$ cat src/hw/backend_config.svh
`ifndef BACKEND_CONFIG_SVH
`define BACKEND_CONFIG_SVH

// reorder buffer entries
// a power of two so tags wrap on their own
`define ROB_DEPTH 16

// tag width, log2 of ROB_DEPTH
`define TAG_W 4

// data and address width
`define XLEN 32

// architectural registers
`define REG_COUNT 32

// retired stores waiting for memory
`define STQ_DEPTH 4

`endif

$ cat src/hw/isa_pkg.sv
`include "backend_config.svh"

package isa_pkg;

    // register or store data word
    typedef logic [`XLEN-1:0] data_t;

    // byte address or program counter
    typedef logic [`XLEN-1:0] addr_t;

    // architectural register name
    // x0 is hardwired to zero
    typedef logic [$clog2(`REG_COUNT)-1:0] regnm_t;

    // how an entry leaves the reorder buffer
    typedef enum logic [1:0] {
        ALU    = 2'd0,
        LOAD   = 2'd1,
        STORE  = 2'd2,
        BRANCH = 2'd3
    } op_class_t;

endpackage

$ cat src/hw/rob_pkg.sv
`include "backend_config.svh"

package rob_pkg;

    // reorder buffer slot naming an in-flight result
    typedef logic [`TAG_W-1:0] tag_t;

    // lifetime of one slot
    // FREE     not allocated
    // WAITING  allocated, result not back yet
    // DONE     result recorded, may retire
    typedef enum logic [1:0] {
        FREE    = 2'd0,
        WAITING = 2'd1,
        DONE    = 2'd2
    } entry_state_t;

endpackage

$ cat src/hw/rob.sv
`timescale 1ns/10ps
`include "backend_config.svh"

module rob (
    input  logic                  clk,
    input  logic                  rst,

    input  logic                  alloc_en,
    input  isa_pkg::regnm_t       alloc_regnm,
    input  isa_pkg::op_class_t    alloc_class,
    input  logic                  alloc_pred_taken,
    output logic                  alloc_ready,
    output rob_pkg::tag_t         alloc_tag,

    output logic                  rename_en,
    output isa_pkg::regnm_t       rename_regnm,
    output rob_pkg::tag_t         rename_tag,

    input  logic                  ex_en,
    input  rob_pkg::tag_t         ex_tag,
    input  isa_pkg::data_t        ex_data,
    input  logic                  ex_taken,
    input  isa_pkg::addr_t        ex_target,

    input  logic                  lsu_en,
    input  rob_pkg::tag_t         lsu_tag,
    input  isa_pkg::data_t        lsu_data,
    input  isa_pkg::addr_t        lsu_addr,

    input  logic                  stq_full,

    output logic                  commit_en,
    output isa_pkg::regnm_t       commit_regnm,
    output isa_pkg::data_t        commit_data,
    output rob_pkg::tag_t         commit_tag,

    output logic                  store_en,
    output isa_pkg::addr_t        store_addr,
    output isa_pkg::data_t        store_data,

    output logic                  flush_en,
    output isa_pkg::addr_t        redirect_pc
);

    localparam int COUNT_W = `TAG_W + 1;

    rob_pkg::entry_state_t ent_state [`ROB_DEPTH];
    isa_pkg::regnm_t       ent_regnm [`ROB_DEPTH];
    isa_pkg::op_class_t    ent_class [`ROB_DEPTH];
    logic                  ent_pred  [`ROB_DEPTH];
    logic                  ent_taken [`ROB_DEPTH];
    isa_pkg::data_t        ent_data  [`ROB_DEPTH];
    // store address or branch target
    isa_pkg::addr_t        ent_addr  [`ROB_DEPTH];

    rob_pkg::tag_t         head;
    rob_pkg::tag_t         tail;
    logic [COUNT_W-1:0]    count;

    logic                  do_alloc;
    logic                  hit_ex;
    logic                  hit_lsu;
    logic                  head_done;
    logic                  head_taken;
    isa_pkg::data_t        head_data;
    isa_pkg::addr_t        head_addr;
    logic                  retire_store;
    logic                  retire_flush;
    logic                  retire_commit;
    logic                  do_retire;

    assign alloc_ready  = (count != COUNT_W'(`ROB_DEPTH));
    assign alloc_tag    = tail;
    assign do_alloc     = alloc_en && alloc_ready;

    // x0 never gets a producer
    assign rename_en    = do_alloc && (alloc_regnm != '0);
    assign rename_regnm = alloc_regnm;
    assign rename_tag   = tail;

    // a head completing this cycle retires at the same edge
    assign hit_ex  = ex_en && (ex_tag == head);
    assign hit_lsu = lsu_en && (lsu_tag == head);
    assign head_done = (ent_state[head] == rob_pkg::DONE) ||
                       ((ent_state[head] == rob_pkg::WAITING) && (hit_ex || hit_lsu));

    always_comb begin
        head_data  = ent_data[head];
        head_addr  = ent_addr[head];
        head_taken = ent_taken[head];
        if (hit_ex) begin
            head_data  = ex_data;
            head_addr  = ex_target;
            head_taken = ex_taken;
        end else if (hit_lsu) begin
            head_data = lsu_data;
            head_addr = lsu_addr;
        end
    end

    assign retire_store  = head_done && (ent_class[head] == isa_pkg::STORE) && !stq_full;
    assign retire_flush  = head_done && (ent_class[head] == isa_pkg::BRANCH) &&
                           (head_taken != ent_pred[head]);
    assign retire_commit = head_done && (ent_class[head] != isa_pkg::STORE) && !retire_flush;
    assign do_retire     = retire_store || retire_commit;

    always_ff @(posedge clk) begin
        if (rst || retire_flush) begin
            for (int i = 0; i < `ROB_DEPTH; i++) begin
                ent_state[i] <= rob_pkg::FREE;
            end
            head  <= '0;
            tail  <= '0;
            count <= '0;
        end else begin
            if (do_alloc) begin
                ent_state[tail] <= rob_pkg::WAITING;
                tail            <= tail + 1'b1;
            end
            if (ex_en && (ent_state[ex_tag] == rob_pkg::WAITING)) begin
                ent_state[ex_tag] <= rob_pkg::DONE;
            end
            if (lsu_en && (ent_state[lsu_tag] == rob_pkg::WAITING)) begin
                ent_state[lsu_tag] <= rob_pkg::DONE;
            end
            // freeing the head overrides a completion at the same slot
            if (do_retire) begin
                ent_state[head] <= rob_pkg::FREE;
                head            <= head + 1'b1;
            end
            count <= count + COUNT_W'(do_alloc) - COUNT_W'(do_retire);
        end
    end

    always_ff @(posedge clk) begin
        if (do_alloc) begin
            ent_regnm[tail] <= alloc_regnm;
            ent_class[tail] <= alloc_class;
            ent_pred[tail]  <= alloc_pred_taken;
        end
        if (ex_en) begin
            ent_data[ex_tag]  <= ex_data;
            ent_taken[ex_tag] <= ex_taken;
            ent_addr[ex_tag]  <= ex_target;
        end
        if (lsu_en) begin
            ent_data[lsu_tag] <= lsu_data;
            ent_addr[lsu_tag] <= lsu_addr;
        end
    end

    always_ff @(posedge clk) begin
        if (rst) begin
            commit_en <= 1'b0;
            store_en  <= 1'b0;
            flush_en  <= 1'b0;
        end else begin
            commit_en <= retire_commit;
            store_en  <= retire_store;
            flush_en  <= retire_flush;
        end
    end

    always_ff @(posedge clk) begin
        if (retire_commit) begin
            commit_regnm <= ent_regnm[head];
            commit_data  <= head_data;
            commit_tag   <= head;
        end
        if (retire_store) begin
            store_addr <= head_addr;
            store_data <= head_data;
        end
        if (retire_flush) begin
            redirect_pc <= head_addr;
        end
    end

endmodule

$ cat src/hw/reg_status_file.sv
`timescale 1ns/10ps
`include "backend_config.svh"

module reg_status_file (
    input  logic             clk,
    input  logic             rst,

    input  logic             rename_en,
    input  isa_pkg::regnm_t  rename_regnm,
    input  rob_pkg::tag_t    rename_tag,

    input  logic             commit_en,
    input  isa_pkg::regnm_t  commit_regnm,
    input  isa_pkg::data_t   commit_data,
    input  rob_pkg::tag_t    commit_tag,

    input  logic             flush_en,

    input  isa_pkg::regnm_t  rs1_regnm,
    input  isa_pkg::regnm_t  rs2_regnm,
    output isa_pkg::data_t   rs1_value,
    output logic             rs1_busy,
    output rob_pkg::tag_t    rs1_tag,
    output isa_pkg::data_t   rs2_value,
    output logic             rs2_busy,
    output rob_pkg::tag_t    rs2_tag
);

    isa_pkg::data_t          regs     [`REG_COUNT];
    rob_pkg::tag_t           prod_tag [`REG_COUNT];
    logic [`REG_COUNT-1:0]   busy;

    always_ff @(posedge clk) begin
        if (commit_en && (commit_regnm != '0)) begin
            regs[commit_regnm] <= commit_data;
        end
        if (rename_en) begin
            prod_tag[rename_regnm] <= rename_tag;
        end
    end

    always_ff @(posedge clk) begin
        if (rst) begin
            busy <= '0;
        end else begin
            if (flush_en) begin
                busy <= '0;
            end else if (commit_en && (prod_tag[commit_regnm] == commit_tag)) begin
                // only the newest producer releases the register
                busy[commit_regnm] <= 1'b0;
            end
            // a new rename wins over retire and flush
            if (rename_en && (rename_regnm != '0)) begin
                busy[rename_regnm] <= 1'b1;
            end
        end
    end

    assign rs1_value = (rs1_regnm == '0) ? '0 : regs[rs1_regnm];
    assign rs1_busy  = busy[rs1_regnm];
    assign rs1_tag   = prod_tag[rs1_regnm];

    assign rs2_value = (rs2_regnm == '0) ? '0 : regs[rs2_regnm];
    assign rs2_busy  = busy[rs2_regnm];
    assign rs2_tag   = prod_tag[rs2_regnm];

endmodule

$ cat src/hw/store_buffer.sv
`timescale 1ns/10ps
`include "backend_config.svh"

module store_buffer (
    input  logic            clk,
    input  logic            rst,

    input  logic            store_en,
    input  isa_pkg::addr_t  store_addr,
    input  isa_pkg::data_t  store_data,

    output logic            stq_full,

    output logic            mem_we,
    output isa_pkg::addr_t  mem_addr,
    output isa_pkg::data_t  mem_data,
    input  logic            mem_ready
);

    localparam int PTR_W = $clog2(`STQ_DEPTH);
    localparam int CNT_W = $clog2(`STQ_DEPTH + 1);

    isa_pkg::addr_t    q_addr [`STQ_DEPTH];
    isa_pkg::data_t    q_data [`STQ_DEPTH];

    logic [PTR_W-1:0]  rd_ptr;
    logic [PTR_W-1:0]  wr_ptr;
    logic [CNT_W-1:0]  count;
    logic              pop;

    // oldest store sits on the port until memory takes it
    assign mem_we   = (count != '0);
    assign mem_addr = q_addr[rd_ptr];
    assign mem_data = q_data[rd_ptr];
    assign pop      = mem_we && mem_ready;

    // a store already on its way from the rob holds a slot too
    assign stq_full = ((count + CNT_W'(store_en)) >= CNT_W'(`STQ_DEPTH));

    always_ff @(posedge clk) begin
        if (store_en) begin
            q_addr[wr_ptr] <= store_addr;
            q_data[wr_ptr] <= store_data;
        end
    end

    always_ff @(posedge clk) begin
        if (rst) begin
            rd_ptr <= '0;
            wr_ptr <= '0;
            count  <= '0;
        end else begin
            if (store_en) begin
                if (wr_ptr == PTR_W'(`STQ_DEPTH - 1)) begin
                    wr_ptr <= '0;
                end else begin
                    wr_ptr <= wr_ptr + 1'b1;
                end
            end
            if (pop) begin
                if (rd_ptr == PTR_W'(`STQ_DEPTH - 1)) begin
                    rd_ptr <= '0;
                end else begin
                    rd_ptr <= rd_ptr + 1'b1;
                end
            end
            count <= count + CNT_W'(store_en) - CNT_W'(pop);
        end
    end

endmodule

$ cat src/hw/backend_top.sv
`timescale 1ns/10ps

module backend_top (
    input  logic                 clk,
    input  logic                 rst,

    input  logic                 alloc_en,
    input  isa_pkg::regnm_t      alloc_regnm,
    input  isa_pkg::op_class_t   alloc_class,
    input  logic                 alloc_pred_taken,
    output logic                 alloc_ready,
    output rob_pkg::tag_t        alloc_tag,

    input  logic                 ex_en,
    input  rob_pkg::tag_t        ex_tag,
    input  isa_pkg::data_t       ex_data,
    input  logic                 ex_taken,
    input  isa_pkg::addr_t       ex_target,

    input  logic                 lsu_en,
    input  rob_pkg::tag_t        lsu_tag,
    input  isa_pkg::data_t       lsu_data,
    input  isa_pkg::addr_t       lsu_addr,

    input  isa_pkg::regnm_t      rs1_regnm,
    input  isa_pkg::regnm_t      rs2_regnm,
    output isa_pkg::data_t       rs1_value,
    output logic                 rs1_busy,
    output rob_pkg::tag_t        rs1_tag,
    output isa_pkg::data_t       rs2_value,
    output logic                 rs2_busy,
    output rob_pkg::tag_t        rs2_tag,

    output logic                 commit_en,
    output isa_pkg::regnm_t      commit_regnm,
    output isa_pkg::data_t       commit_data,
    output rob_pkg::tag_t        commit_tag,

    output logic                 flush_en,
    output isa_pkg::addr_t       redirect_pc,

    output logic                 mem_we,
    output isa_pkg::addr_t       mem_addr,
    output isa_pkg::data_t       mem_data,
    input  logic                 mem_ready
);

    logic             rename_en;
    isa_pkg::regnm_t  rename_regnm;
    rob_pkg::tag_t    rename_tag;
    logic             store_en;
    isa_pkg::addr_t   store_addr;
    isa_pkg::data_t   store_data;
    logic             stq_full;

    rob rob0 (
        .clk, .rst,
        .alloc_en, .alloc_regnm, .alloc_class, .alloc_pred_taken,
        .alloc_ready, .alloc_tag,
        .rename_en, .rename_regnm, .rename_tag,
        .ex_en, .ex_tag, .ex_data, .ex_taken, .ex_target,
        .lsu_en, .lsu_tag, .lsu_data, .lsu_addr,
        .stq_full,
        .commit_en, .commit_regnm, .commit_data, .commit_tag,
        .store_en, .store_addr, .store_data,
        .flush_en, .redirect_pc
    );

    reg_status_file rsf0 (
        .clk, .rst,
        .rename_en, .rename_regnm, .rename_tag,
        .commit_en, .commit_regnm, .commit_data, .commit_tag,
        .flush_en,
        .rs1_regnm, .rs2_regnm,
        .rs1_value, .rs1_busy, .rs1_tag,
        .rs2_value, .rs2_busy, .rs2_tag
    );

    // retired stores are architectural, so no flush here
    store_buffer stb0 (
        .clk, .rst,
        .store_en, .store_addr, .store_data,
        .stq_full,
        .mem_we, .mem_addr, .mem_data, .mem_ready
    );

endmodule

$ cat config.mk
export PLATFORM = sky130hd
export DESIGN_NAME = backend_top
export DESIGN_NICKNAME = d
export VERILOG_FILES = /design/src/hw/isa_pkg.sv /design/src/hw/rob_pkg.sv /design/src/hw/rob.sv /design/src/hw/reg_status_file.sv /design/src/hw/store_buffer.sv /design/src/hw/backend_top.sv
export VERILOG_INCLUDE_DIRS = /design/src /design/src/hw
export SDC_FILE = /design/constraint.sdc
export NUM_CORES = 2
export LEC_CHECK = 0
export BUFFER_PORTS_ARGS = -buffer_cell sky130_fd_sc_hd__buf_2
export CORE_AREA = 5 5 609 611
export DETAILED_ROUTE_END_ITERATION = 8
export DIE_AREA = 0 0 614 616
export PLACE_DENSITY = 0.6
export SETUP_SLACK_MARGIN = 0.3
export SLEW_MARGIN = 20
export SYNTH_ARGS = -nofsm -noshare
export SYNTH_HDL_FRONTEND = slang
export SYNTH_SLANG_ARGS = --single-unit
$ cat constraint.sdc
create_clock -name clk -period 8.7 [get_ports clk]
set_input_delay 1.305 -clock clk [delete_from_list [all_inputs] [get_ports clk]]
set_output_delay 1.305 -clock clk [all_outputs]
set_load 0.01 [all_outputs]
Word-level counts from Yosys, hierarchy flattened
Memory sizes are Yosys's and may differ from the RTL's. A register that Yosys moved wholly into a read port is not among the register bits.
Cells that the tools add are included.
Widths: inputs -> output; s select.
Cells by class
  add/subtract/negate cells: 8
  multiplexer cells: 74
  magnitude comparators: 7
  reductions and logical operators: 34
  bitwise gates (word level): 3
  equal/unequal tests: 14
Operators with widths (number)
  $mux 32: 10
  $mux 4: 16
  $mux 1: 34
  $and 32x32->32: 1
  $not 32->32: 1
  $or 32x32->32: 1
  $lt 5x6->1 const B: 4
  $mux 2: 10
  $logic_and 1x1->1: 19
  $eq 4x4->1: 3
  $bmux 1 s5: 2
  $demux 1 s5: 2
  $eq 2x2->1 const B: 5
  $ge 5x1->1 const B: 2
  $logic_not 5->1: 2
  $reduce_bool 5->1: 2
  $add 4x1->4 const B: 2
  $reduce_or 2->1: 4
  $eq 2x1->1 const B: 3
  $add 5x1->5: 1
  $ne 5x5->1 const B: 1
  $sub 5x1->5: 1
  $add 2x1->2 const B: 2
  $logic_or 1x1->1: 4
  other kinds (7): 8
Word-level totals
  output and inout bits: 219
  bits in writable memories: 2608
  memories kept: 11
  register bits: 187
  bits of input ports: 161
  logic and storage cells: 166
Memory list
  rsf0.regs: words 32, width 32, read ports 2, clocked after memory_dff 0, write ports 1, RTL line reg_status_file.sv:29  | isa_pkg::data_t regs [`REG_COUNT];
  rob0.ent_addr: words 16, width 32, read ports 1, clocked after memory_dff 1, write ports 2, RTL line rob.sv:54  | isa_pkg::addr_t ent_addr [`ROB_DEPTH];
  rob0.ent_data: words 16, width 32, read ports 1, clocked after memory_dff 1, write ports 2, RTL line rob.sv:52  | isa_pkg::data_t ent_data [`ROB_DEPTH];
  rsf0.prod_tag: words 32, width 4, read ports 3, clocked after memory_dff 0, write ports 1, RTL line reg_status_file.sv:30  | rob_pkg::tag_t prod_tag [`REG_COUNT];
  stb0.q_addr: words 4, width 32, read ports 1, clocked after memory_dff 1, write ports 1, RTL line store_buffer.sv:23  | isa_pkg::addr_t q_addr [`STQ_DEPTH];
  stb0.q_data: words 4, width 32, read ports 1, clocked after memory_dff 1, write ports 1, RTL line store_buffer.sv:24  | isa_pkg::data_t q_data [`STQ_DEPTH];
  5 more memories

Longest topological paths before layout
  depth after elaboration: 15
  depth in mapped cells: 19

Hierarchy
From an unflattened synthesis, not the netlist that was laid out.
Unflattened totals
  cells, all modules: 6679
  area, all modules: 131254.6 sq um
By module, submodules not included
  rob: area an instance 65509.1 sq um, cells each 3701, times used 1
  reg_status_file: area an instance 55962.4 sq um, cells each 2599, times used 1
  store_buffer: area an instance 9783.1 sq um, cells each 379, times used 1

Worst setup path before layout
No wires, ideal clock.
  path kind: input port to flip-flop
  start: input ex_tag[1]
  end: memory rob0.ent_addr[2][0] in the netlist's numbering, enable pin
  arrival time: 6938 ps
  setup time: 574 ps
  slack: 1187 ps
  stages on the path: 6
  data required time: 8126 ps
  path through: clkbuf_1 -> clkbuf_1 -> nand2_1 -> or2_2 -> clkbuf_1 -> o21ai_0
RTL lines
  start, declared: RTL line backend_top.sv:15  | input rob_pkg::tag_t ex_tag,
  end, declared: RTL line rob.sv:54

Final worst setup path
  start: input rs2_regnm[0]
  end: output rs2_value[26]
Between the ends
  longest elaborated chain between the ends: 2
  elaborated cells on any way between the ends: 3
  classes of those cells: 1 x mux; 1 x reduce/logical; 1 x memory
RTL lines
  start, declared: RTL line backend_top.sv:26  | input isa_pkg::regnm_t rs2_regnm,
  $mem_v2 32x32 / $logic_not 5->1 (equally long branches)
  $mux 32 (*): RTL line reg_status_file.sv:63  | assign rs2_value = (rs2_regnm == '0) ? '0 : regs[rs2_regnm];
  end, declared: RTL line backend_top.sv:30  | output isa_pkg::data_t rs2_value,
Mark *: on every way between the ends. The rest lies on a longest branch, timed or not.

==> run metrics <==
status finished, final reports clean; Final Routed Wirelength 413.6 mm; routability-driven placement congestion ratio 0.8200; unrepaired setup endpoints after global routing no; CTS Hold Bufs 0; cells after synthesis 6609; final net count 7153; Post-DP Area 138800 sq um; cell family with the largest share of critical-path delay multiplexers; slowest stage cell on the critical path buf_8; Die Span Y 616 um; Via Count 71639; Final Power 0.03093 W; Max-Slew Margin vs Limit 17.67%; final-layout setup total negative slack 0 ns; achievable clock frequency 165.0 MHz; Detail Placement HPWL 230.4 mm; synthesis warning total 0; CP most frequent cell mux4_2; TritonCTS Sinks 2806; total grt overflow 0; Synth Flop Type edfxtp_1; master cell of the clock root buffer clkbuf_16; share of synthesized flip-flops with an asynchronous set or reset 0%; number of synthesized flops with an enable pin 2713; CTS Buf Count 319; P&R area growth vs syn 14.22%; portion of the post-synthesis area used by sequential elements 63.76%; Worst path max stage delay 0.66 ns; power per standard cell area 207.2 nW/um^2; buffers inserted by post-CTS timing repair 0; Row Count 222; number of buffers and inverters on the critical path 3; final standard cell area without fillers 149300 sq um; iteration-0 DRC count of the detailed router 8260; # setup viols final 0; series of cell instances along the critical path buf_8 > buf_12 > mux4_2 > mux4_2 > mux2i_1 > nor2_1 > buf_2; clock tree from TritonCTS yes; routed wire length per instance 34.22 um; routed via count divided by cell count 5.927; Syn Std Cell Area 130700 sq um; time the final worst path needs with I/O delays and setup 6.062 ns; Max clock buf depth 4; initial antenna violation count 117; class of the most critical setup path input port to output port; drt drc 0; proportion of layout cells with a drive suffix above 1 47.11%; class of the tightest hold or removal check flip-flop to flip-flop; leakage power total 46.13 nW; count of different cell masters after synthesis 66; global router's overall resource usage 21.40%; critical-path maximum fanout 78; first-pass detailed-route iteration total 5; Area contributors post-synth edfxtp_1 62%, mux4_2 21%, mux2_2 8.9%; most instantiated cells after synthesis 2713 x edfxtp_1, 1210 x mux4_2, 1037 x mux2_2; I/O pin total 380; number of register bits inferred by synthesis 2806; clock insertion delay at the later pin of the skew report 0.93 ns; actual slew at the worst max-slew pin 1.227 ns; Die W 614 um; Non-Filler Instances 12087; CP endpoint kind output port; Hold Violations, Final 0; starting density of the core 35.86%; cell taking the most area after synthesis edfxtp_1; Max Transition Viols Final 0; critical path startpoint category input port; number of max-cap violations 0; core area 364400 sq um; number of nets with antenna violations after detailed routing 0; final worst clock skew 0.06625 ns; worst-case vdd ir drop 0.1492 mV; count of placed standard cells including taps 11455; number of H-tree levels 5; count of instances resized after the clock tree is built 0; Total Die Area 378200 sq um; clock-pin slew on the worst setup and hold paths 0.06 ns; wire length of the first global-routing pass 578.1 mm; Port Buffers 379; Data required, critical path 7.39 ns; synthesized area per cell 19.78 sq um; proportion of netlist area held by the largest area contributor 62.33%; number of global-route vias before repair 74139; arrival time of data at the critical path endpoint 4.76 ns; Final Cycle Share 69.68%; pin count of the biggest net entering global routing 131; most frequent cell after synthesis edfxtp_1
[cells in the final DEF, fill, tap and decap left out, types with 11 or more instances in the layout]
cell,n
nor2b_1,14
nor2_4,43
buf_12,11
nor2_1,196
diode_2,50
nor3_1,13
nand2_1,99
nand3b_1,24
clkbuf_16,325
and3_1,12
inv_1,20
o21ai_0,49
a211oi_2,11
ha_1,23
nand2b_1,15
buf_4,198
mux2i_1,136
a21oi_1,49
o21ai_1,26
clkinv_2,45
mux2_2,1037
conb_1,36
mux4_2,1210
xnor2_1,14
a22oi_1,30
buf_2,369
dfxtp_1,86
nand3_1,14
a211oi_1,27
edfxtp_1,2713
clkinv_1,60
clkbuf_1,76
bufinv_16,28
a32oi_1,11
[routing by layer]
metal / global-route usage, % / wire [um]
met1: 27.41 / 158900
met2: 35.78 / 205300
met5: 0 / 403
met4: 7.895 / 15830
met3: 4.629 / 33200
[flip-flops by register name, indices dropped and copies added (netlist names), 80 cells and up, named ones only]
| name | cells |
|---|---|
| rob0.ent_addr | 512 |
| rob0.ent_data | 512 |
| rob0.ent_regnm | 80 |
| rsf0.prod_tag | 128 |
| rsf0.regs | 1024 |
| stb0.q_addr | 128 |
| stb0.q_data | 128 |
[cell families after synthesis]
logic type	share of synthesized area (%)
DFF	63.76
other	0.002869
AOI/OAI and AO/OA	1.389
adders and majority gates	0.2355
muxes	30.84
buffers and inverters	1.835
xor gates and xnor gates	0.1608
and+or+nand+nor	1.780
[worst register-to-register path, stage by stage, from the launching register on]
cell and delay (ns):
dfxtp_4 0.81, buf_4 0.79, buf_4 0.89, buf_4 0.80, mux4_2 0.47, mux4_2 0.49, mux2i_1 0.14, o21ai_0 0.37
[power by group]
group	switching (W)	internal, W
registers	0.000115	0.0150
logic	0.00135	0.00108
clock network	0.00560	0.00776
[through the flow]
stage	hold slack (ns)	utilization (%)	setup WS, ns
after CTS	0.4533	40.89	2.599
after floorplan	0.4064	-	1.187
after detailed placement	0.4551	38.09	2.610
after global placement	0.4484	38.08	2.618
final	0.4645	40.96	2.638
after global routing	0.4742	40.94	2.439
[worst paths after layout]
check / startpoint / endpoint / slack [ns] / cells past startpoint
hold reg to reg: rob0.store_data[18] / stb0.q_data[2][18] / 0.46 / 0
setup / recovery: rs2_regnm[0] / rs2_value[26] / 2.64 / 7
setup reg to reg: flip-flop / rob0.commit_data[29] / 3.48 / 7
hold / removal: rob0.store_data[18] / stb0.q_data[2][18] / 0.46 / 0
[area by class of cell]
class	instances	area, sq um
diodes	50	125.1
clock buffers	406	8487
clock inverters	168	1733
fillers	32227	215100
inverters	21	78.83
multi-input cells	3228	45720
flip-flops and latches	2806	83350
well taps	4816	6026
repair buffers	592	3765
Power figures use the tool's default switching activity.
